<file path="config.mk">
export PLATFORM = sky130hd
export DESIGN_NAME = gpio_readback_top
export DESIGN_NICKNAME = d
export VERILOG_FILES = /design/src/source/readback_pkg.sv /design/src/source/gpio_readback_top.sv /design/src/source/readback_mux.sv /design/src/source/system_state_tracker.sv /design/src/source/uptime_clock.sv
export SDC_FILE = /design/constraint.sdc
export NUM_CORES = 1
export LEC_CHECK = 0
export BUFFER_PORTS_ARGS = -buffer_cell sky130_fd_sc_hd__clkbuf_2
export CORE_AREA = 4 4 287 289
export DETAILED_ROUTE_END_ITERATION = 10
export DIE_AREA = 0 0 291 293
export PLACE_DENSITY = 0.33
export SKIP_LAST_GASP = 1
export SLEW_MARGIN = 20
export SYNTH_ARGS = -nofsm -noshare
export SYNTH_HDL_FRONTEND = slang
export SYNTH_SLANG_ARGS = --single-unit
</file>
<file path="constraint.sdc">
create_clock -name aclk -period 3.7 [get_ports aclk]
set_input_delay 0.555 -clock aclk [delete_from_list [all_inputs] [get_ports aclk]]
set_output_delay 0.555 -clock aclk [all_outputs]
set_load 0.005 [all_outputs]
</file>
<file path="src/source/readback_pkg.sv">
package readback_pkg;

    ////////////////////////////////////////////////////////////
    // Readback addresses written by the host to the GPIO
    ////////////////////////////////////////////////////////////
    localparam logic [31:0] rb_addr_z            = 32'd100001; // Z monitor pair
    localparam logic [31:0] rb_addr_bias         = 32'd100002; // Bias sum and set value
    localparam logic [31:0] rb_addr_gvp_bias     = 32'd100003; // GVP bias and modifiers
    localparam logic [31:0] rb_addr_pmd_da56     = 32'd100004; // PMD DAC 5 and 6
    localparam logic [31:0] rb_addr_z_servo      = 32'd100005;
    localparam logic [31:0] rb_addr_amc_fmc      = 32'd100006;
    localparam logic [31:0] rb_addr_srcs_mux     = 32'd100010; // Source and input selections
    localparam logic [31:0] rb_addr_in_mux       = 32'd100011; // Input selection only
    localparam logic [31:0] rb_addr_ad463x       = 32'd100100; // ADC channels 1 and 2
    localparam logic [31:0] rb_addr_spare        = 32'd100999;
    localparam logic [31:0] rb_addr_uptime       = 32'd101900;
    localparam logic [31:0] rb_addr_timing_test  = 32'd101999;
    localparam logic [31:0] rb_addr_timing_reset = 32'd102000;
    localparam logic [31:0] rb_addr_version      = 32'd199997; // Also ends cold start
    localparam logic [31:0] rb_addr_system_state = 32'd199999;

    // Firmware identification
    localparam logic [31:0] fw_version    = 32'hEC01_0099;
    localparam logic [31:0] fw_build_date = 32'h0001_0000; // Build stamp, set at release

    localparam logic [31:0] timing_test_word = 32'd125_000_000; // One second of 8 ns ticks
    localparam int unsigned default_ticks_per_second = 125_000_000; // 125 MHz aclk
    localparam logic [31:0] pattern_offset = 32'd13; // Word B lead over old word A

    ////////////////////////////////////////////////////////////
    // Readback word pair and live monitor bundle
    ////////////////////////////////////////////////////////////
    typedef struct packed {
        logic [31:0] a; // Goes to GPIO A
        logic [31:0] b; // Goes to GPIO B
    } rb_pair_t;

    typedef struct packed {
        rb_pair_t z;        // Z GVP and Z slope
        rb_pair_t bias;     // Bias sum and U0 bias
        rb_pair_t gvp_bias; // GVP bias and bias modifiers
        rb_pair_t pmd_da56;
        rb_pair_t z_servo;
        rb_pair_t amc_fmc;
        rb_pair_t mux_sel;  // a is source select, b is input select
        rb_pair_t ad463x;
        rb_pair_t spare;
    } rb_monitors_t;

    // True for every address with a defined readback
    function automatic logic rb_addr_mapped(input logic [31:0] addr);
        case (addr)
            rb_addr_z, rb_addr_bias, rb_addr_gvp_bias, rb_addr_pmd_da56,
            rb_addr_z_servo, rb_addr_amc_fmc, rb_addr_srcs_mux, rb_addr_in_mux,
            rb_addr_ad463x, rb_addr_spare, rb_addr_uptime, rb_addr_timing_test,
            rb_addr_timing_reset, rb_addr_version, rb_addr_system_state:
                return 1'b1;
            default:
                return 1'b0;
        endcase
    endfunction

endpackage
</file>
<file path="src/source/gpio_readback_top.sv">
`timescale 1ns/1ps

// GPIO configuration readback path
// Host writes an address, reads the answer on GPIO A and B one cycle later
module gpio_readback_top
    import readback_pkg::*;
#(
    parameter int unsigned ticks_per_second = default_ticks_per_second
)(
    input  logic         aclk,
    input  logic         reset,
    input  logic [31:0]  config_addr, // GPIO output channel
    input  rb_monitors_t monitors,
    output logic [31:0]  gpio_a,      // GPIO input channel A
    output logic [31:0]  gpio_b,      // GPIO input channel B
    output logic [31:0]  clock_sec,
    output logic [31:0]  clock_ticks
);

    logic [31:0] state_count; // Tracker to mux
    logic        startup;

    ////////////////////////////////////////////////////////////
    // Time base
    ////////////////////////////////////////////////////////////
    uptime_clock #(
        .ticks_per_second(ticks_per_second)
    ) u_uptime_clock (
        .aclk   (aclk),
        .reset  (reset),
        .seconds(clock_sec),  // Also feeds the mux
        .ticks  (clock_ticks)
    );

    // Cold start state
    system_state_tracker u_system_state_tracker (
        .aclk       (aclk),
        .reset      (reset),
        .config_addr(config_addr),
        .state_count(state_count),
        .startup    (startup)
    );

    ////////////////////////////////////////////////////////////
    // Readback decode and output words
    ////////////////////////////////////////////////////////////
    readback_mux u_readback_mux (
        .aclk       (aclk),
        .reset      (reset),
        .config_addr(config_addr),
        .monitors   (monitors),
        .seconds    (clock_sec),
        .ticks      (clock_ticks),
        .state_count(state_count),
        .startup    (startup),
        .gpio_a     (gpio_a),
        .gpio_b     (gpio_b)
    );

endmodule

</file>
<file path="src/source/readback_mux.sv">
`timescale 1ns/1ps

// Address decoder for the GPIO readback pair
// One cycle from address to registered A/B words
module readback_mux
    import readback_pkg::*;
(
    input  logic         aclk,
    input  logic         reset,
    input  logic [31:0]  config_addr,
    input  rb_monitors_t monitors,    // Live values from the controller
    input  logic [31:0]  seconds,
    input  logic [31:0]  ticks,
    input  logic [31:0]  state_count,
    input  logic         startup,
    output logic [31:0]  gpio_a,
    output logic [31:0]  gpio_b
);

    rb_pair_t next_pair; // Word pair loaded at next edge

    ////////////////////////////////////////////////////////////
    // Address decode
    ////////////////////////////////////////////////////////////
    always_comb
    begin
        case (config_addr)
            rb_addr_z:        next_pair = monitors.z;
            rb_addr_bias:     next_pair = monitors.bias;
            rb_addr_gvp_bias: next_pair = monitors.gvp_bias;
            rb_addr_pmd_da56: next_pair = monitors.pmd_da56;
            rb_addr_z_servo:  next_pair = monitors.z_servo;
            rb_addr_amc_fmc:  next_pair = monitors.amc_fmc;
            rb_addr_srcs_mux: next_pair = monitors.mux_sel; // Source and input together
            rb_addr_ad463x:   next_pair = monitors.ad463x;
            rb_addr_spare:    next_pair = monitors.spare;

            rb_addr_in_mux:
            begin
                next_pair.a = monitors.mux_sel.b; // Input selection alone
                next_pair.b = '0;
            end

            rb_addr_uptime:
            begin
                next_pair.a = seconds;
                next_pair.b = ticks; // Sub-second remainder
            end

            // Constant in A, B trails A by one cycle
            rb_addr_timing_test:
            begin
                next_pair.a = timing_test_word;
                next_pair.b = gpio_a;
            end

            rb_addr_timing_reset:
            begin
                next_pair = '0;
            end

            rb_addr_version:
            begin
                next_pair.a = fw_version;
                next_pair.b = fw_build_date;
            end

            rb_addr_system_state:
            begin
                next_pair.a = state_count; // Value before any increment
                next_pair.b = {31'd0, startup};
            end

            // Free running test pattern for unmapped addresses
            default:
            begin
                next_pair.a = gpio_a + 32'd1;
                next_pair.b = gpio_a + pattern_offset;
            end
        endcase
    end

    ////////////////////////////////////////////////////////////
    // Output registers
    ////////////////////////////////////////////////////////////
    always_ff @(posedge aclk)
    begin
        if (reset)
        begin
            gpio_a <= '0;
            gpio_b <= '0;
        end
        else
        begin
            gpio_a <= next_pair.a; // Updated every cycle
            gpio_b <= next_pair.b;
        end
    end

endmodule

</file>
<file path="src/source/system_state_tracker.sv">
`timescale 1ns/1ps

// Cold start detection for host software
// startup stays set until the firmware version is read once
// state_count steps once per rearmed system state read
module system_state_tracker
    import readback_pkg::*;
(
    input  logic        aclk,
    input  logic        reset,
    input  logic [31:0] config_addr, // Level from GPIO output
    output logic [31:0] state_count,
    output logic        startup
);

    logic armed;    // Set by any unmapped address
    logic unmapped;

    assign unmapped = !rb_addr_mapped(config_addr);

    ////////////////////////////////////////////////////////////
    // Startup flag and rearmed state counter
    ////////////////////////////////////////////////////////////
    always_ff @(posedge aclk)
    begin
        if (reset)
        begin
            startup     <= 1'b1; // Fresh FPGA
            state_count <= '0;
            armed       <= 1'b0;
        end
        else
        begin
            if (config_addr == rb_addr_version)
                startup <= 1'b0; // Cleared for good until next reset

            if (unmapped)
            begin
                armed <= 1'b1;
            end
            else if (config_addr == rb_addr_system_state && armed)
            begin
                state_count <= state_count + 32'd1; // One step per arming
                armed       <= 1'b0;
            end
        end
    end

    // Only reset may bring back the cold start flag
    assert property (@(posedge aclk) $rose(startup) |-> $past(reset))
        else $error("system_state_tracker: startup rose outside reset");

    // Counter never jumps by more than one step
    assert property (@(posedge aclk) disable iff (reset)
        !$past(reset) |-> (state_count == $past(state_count)) ||
                          (state_count == $past(state_count) + 32'd1))
        else $error("system_state_tracker: state_count jumped to %0d", state_count);

endmodule

</file>
<file path="src/source/uptime_clock.sv">
`timescale 1ns/1ps

// Monotonic FPGA time base
// Wraps after roughly 136 years at one count per second
module uptime_clock
    import readback_pkg::*;
#(
    parameter int unsigned ticks_per_second = default_ticks_per_second
)(
    input  logic        aclk,
    input  logic        reset,
    output logic [31:0] seconds, // Whole seconds since reset
    output logic [31:0] ticks    // Remaining ticks in current second
);

    localparam logic [31:0] tick_reload = 32'(ticks_per_second - 1);

    ////////////////////////////////////////////////////////////
    // Down counting sub-second ticks and seconds carry
    ////////////////////////////////////////////////////////////
    always_ff @(posedge aclk)
    begin
        if (reset)
        begin
            seconds <= '0;
            ticks   <= '0; // Zero forces reload on first cycle
        end
        else if (ticks == '0)
        begin
            ticks   <= tick_reload;
            seconds <= seconds + 32'd1; // Carry into seconds
        end
        else
        begin
            ticks <= ticks - 32'd1;
        end
    end

    // Tick count stays inside one second at all times
    assert property (@(posedge aclk) disable iff (reset) ticks <= tick_reload)
        else $error("uptime_clock: ticks %0d beyond reload %0d", ticks, tick_reload);

endmodule

</file>
## Word level (Yosys, flattened, before mapping)

Cells that the tools add are included.

- Flip-flop bits (word level): 162
- Bits of input ports: 610
- Output and inout bits: 128
- Word-level logic and storage cells: 39

- $add $sub $neg: 5
- Equality and inequality tests: 16
- Multiplexer cells: 5
- Reductions and logical operators: 5

Operators by type and width:

| cell | number |
|---|---|
| $pmux W64 S15 | 1 |
| $eq A32 B17 Y1 const B | 13 |
| $add A32 B1 Y32 const B | 3 |
| $eq A32 B18 Y1 const B | 2 |
| $add A32 B4 Y32 const B | 1 |
| $logic_not A32 Y1 | 1 |
| $sub A32 B1 Y32 const B | 1 |
| $mux W27 | 1 |
| $reduce_or A15 Y1 | 1 |
| $mux W1 | 3 |
| $ne A2 B2 Y1 const B | 1 |
| $reduce_and A2 Y1 | 1 |
| $reduce_or A2 Y1 | 1 |
| $logic_and A1 B1 Y1 | 1 |

## Logic depth before layout (Yosys ltp)

- Word-level depth: 4
- Depth in mapped cells: 11
- Depth with buffers taken out: 9

## Cells and area by module

Synthesis repeated with hierarchy kept, for this count alone.

- Cells, all modules: 1,717
- Area total of the unflattened synthesis: 13,755.7 um2

Modules (own cells, without submodules):

| module | times used | cells each | area an instance (um2) | sequential area each (um2) |
|---|---|---|---|---|
| readback_mux | 1 | 1,117 | 8,774.7 | 1,281.2 |
| uptime_clock | 1 | 378 | 3,103.0 | 1,281.2 |
| system_state_tracker | 1 | 222 | 1,878.1 | 680.7 |

## Worst setup path before layout

OpenSTA, ideal clock, no wires.

- Path type: input to register
- From: in config_addr[11]
- To: reg u_readback_mux.gpio_a[20]
- Library setup time: 0.134 ns
- Arrival: 2.594 ns
- Required time: 3.566 ns
- Path slack: 0.971 ns
- Cell stages on the path: 9
- Path buffers: 2
- Cell sequence: or4b_1 buf_2 or3_4 a2111oi_2 a221o_2 a31oi_4 buf_6 nor4_1 a211oi_1

- Word-level cells in the longest chain between the ends: 2
- Elaborated cells on any way between the ends: 16
- Classes of those cells: 15 x eq/ne; 1 x mux

Ends and longest elaborated chain:

| item | RTL line | source |
|---|---|---|
| start, declared | gpio_readback_top.sv:12 | `input logic [31:0] config_addr,` |
| $eq A32 B18 Y1 or $eq A32 B17 Y1 (tied branches) | readback_mux.sv:27 | `case (config_addr)` |
| $pmux W64 S15 (*) | readback_mux.sv:27 |  |
| end signal, assigned | readback_mux.sv:95 | `gpio_a <= next_pair.a;` |
| end, declared | readback_mux.sv:16 | `output logic [31:0] gpio_a,` |

Mark *: on every way between the ends. The rest lies on a longest branch, timed or not.
A chain may end at the register's enable or synchronous reset.

## Worst setup path after layout

- From: in config_addr[0]
- To: reg u_readback_mux.gpio_b[0]

- Word-level cells in the longest chain between the ends: 2
- Elaborated cells on any way between the ends: 16
- Classes of those cells: 15 x eq/ne; 1 x mux

Ends and longest elaborated chain:

| item | RTL line | source |
|---|---|---|
| $eq A32 B18 Y1 or $eq A32 B17 Y1 (tied branches) | readback_mux.sv:27 |  |
| $pmux W64 S15 (*) | readback_mux.sv:27 |  |
| end signal, assigned | readback_mux.sv:96 | `gpio_b <= next_pair.b;` |
| end, declared | readback_mux.sv:17 | `output logic [31:0] gpio_b` |

Marks and branches as above.

==> results.cfg <==
[global_routing]
antenna_found_initial = 17
grt_pass1_vias = 18261
grt_overflow = 0
grt_max_degree = 63
grt_pass1_wl_mm = 166
grt.total_usage_pct = 28.3

[job]
drv_cap = 0

[clock_network]
root_buffer = clkbuf_16
cts_resized = 0
post-cts-setup-buffers = 0
cts_sinks = 162
clock_latency_ns = 0.50
cts_tree = built
h-tree-depth = 4
path_clk_slew_ns = 0.08
hold_buffers = 0
cts_buffers = 17
cts_buffer_depth = 2

[routing]
drtIter0Drc = 1956
final_antenna_net_count = 0
firstDrtPassIters = 8
avgViaCountPerCell = 5.28
wirelength_mm = 126
wl_per_cell_um = 36.5
vias = 18266
drc = 0

[sta]
fin_worst_skew_ns = 0.0211
tns_ns = 0
post-route-period-util_pct = 89.3
hold_viol = 0
fmax_mhz = 303
rsz0062_at_grt = false
relSlewSlack_pct = 21.5
tightest_slew_ns = 1.18
period_minus_slack_ns = 3.30
setup_viol = 0
drv_slew = 0
fin_ws_ns = 0.398

[critical_path]
crit_arrival_ns = 3.69
path_cells = clkbuf_2, and4b_1, and2_1, buf_4, nand2_1, o21ai_0, a222oi_1, buf_4, nand4_1, o21ba_2
path_buf_inv = 3
critical_path_required_ns = 4.08
slowest_stage = a222oi_1
crit_path_start_kind = input pin
crit_family = compound AO/OA/AOI/OAI gates
crit_type = in2reg
r2r_slack_ns = 0.65
crit_fanout = 28
crit_top_cell = buf_4
cpPeakStageDelay_ns = 0.89
end_kind = flop

[cells_and_area]
post-route-util_pct = 24.1
final_cell_mix = clkbuf_2, dfxtp_1, a22oi_1
finalNetCount = 2990
fin_area_um2 = 19300
layout-drive-gt1-share_pct = 40.7
areaGrowthSynthToFinish_pct = 52.4
final_common_cell = clkbuf_2

[synthesis]
synth_area_um2 = 12600
ys_ff_latch = 162
synth.distinct_cells = 78
async_flop_share_pct = 0
synth_edf_count = 0
synth_cells = 1614
synthesis.nets = 2228
syn_avg_cell_area_um2 = 7.83
yosysWarnings = 0
synth_seq_area_share_pct = 25.7
synth-main-ff-cell = dfxtp_1

[floorplan]
dieArea_um2 = 85300
die_h_um = 293
pin_count = 738
start_util_pct = 15.8
core-area_um2 = 79900
num_rows = 104
fp.dieW_um = 291

[placement]
gp_congestion = 0.933
placed_area_um2 = 18700
numPortBuffers = 737
dp_slack_ns = -0.173
dp_hpwl_mm = 106

[status]
status = completed

[pwr]
irDropWorstVdd_mv = 0.358
total_leakage_power_nw = 7.69
power_density_nw_per_um2 = 317

[min_path]
hp-class = in2reg
-- layout make-up --
class | count | area, um2
clock inverters | 12 | 120
inverters | 14 | 52.6
multi-input cells | 1284 | 8850
diodes | 8 | 20.0
repair buffers | 897 | 5190
well taps | 1060 | 1330
clock buffers | 20 | 457
fillers | 9067 | 60600
flip-flops and latches | 162 | 3240
-- tightest hold or removal path: cells and delay by family --
| kind | cells | cell delay, ns |
|---|---|---|
| AOI/OAI and AO/OA | 2 | 0.21 |
| buffers and inverters | 1 | 0.08 |
-- metal layers --
metal	routed length, um	vias up	global-route usage [%]
met4	2390	8	6.16
met1	53300	9223	36.4
li1	-	7926	-
met3	9230	102	6.10
met5	47	-	0
met2	61200	1007	48.8
-- cells by family after synthesis --
logic type / share of synthesized area (%)
and+or+nand+nor: 25.1
muxes: 0.0792
xor gates and xnor gates: 9.01
DFF: 25.7
adders and majority gates: 0.396
AOI/OAI and AO/OA: 34.2
buffers and inverters: 5.56
-- flip-flops by register name, indices dropped and copies added, names as in the netlist --
| name | flops |
|---|---|
| u_readback_mux.gpio_b | 32 |
| u_uptime_clock.ticks | 32 |
| u_uptime_clock.seconds | 32 |
| u_system_state_tracker.state_count | 32 |
| u_system_state_tracker.armed | 1 |
| u_system_state_tracker.startup | 1 |
| u_readback_mux.gpio_a | 32 |
-- cells in the mapped netlist (18+ instances only) --
cell / count / area, um2
nor3_1: 47 / 235
clkbuf_1: 98 / 368
nand3_1: 53 / 265
nor4_1: 31 / 194
nand4_1: 40 / 250
and3_1: 19 / 119
a31oi_1: 18 / 113
a22o_1: 67 / 587
xnor2_1: 81 / 709
a22oi_1: 149 / 1120
xor2_1: 49 / 429
and4_1: 22 / 193
dfxtp_1: 162 / 3240
nand2_1: 126 / 473
a21oi_1: 50 / 250
o21ai_0: 35 / 175
buf_2: 39 / 195
a222oi_1: 63 / 631
nor2_1: 136 / 510
a211oi_1: 43 / 323
a221oi_1: 25 / 219
o22ai_1: 28 / 175
or3_1: 26 / 163
-- power by group --
group	total [W]	internal, W	switching [W]	leakage [nW]
clock network	0.00189	0.000975	0.000919	0.284
logic	0.00193	0.000812	0.00112	6.09
registers	0.00228	0.00191	0.000371	1.31
total	0.00610	0.00369	0.00241	7.69
-- per-stage QoR --
| stage | power (W) | hold slack, ns | std cells |
|---|---|---|---|
| 5_1_grt | 0.00637 | 0.373 | 3449 |
| 3_3_place_gp | 0.00422 | 0.452 | 3415 |
| 3_5_place_dp | 0.00423 | 0.454 | 3417 |
| 4_1_cts | 0.00616 | 0.346 | 3449 |
| 6_report | 0.00610 | 0.393 | 3457 |
| 2_1_floorplan | 0.00298 | 0.439 | 1614 |
-- worst paths after layout --
path | startpoint | cells after the start | endpoint
worst min-delay path | monitors[278] | 3 | u_readback_mux.gpio_b[22]
worst max-delay path | config_addr[0] | 10 | u_readback_mux.gpio_b[0]
worst max register to register | u_uptime_clock.ticks[24] | 7 | u_uptime_clock.ticks[30]
worst min register to register | u_system_state_tracker.startup | 2 | u_system_state_tracker.startup
Note: power is estimated with default switching activity, not from simulation.
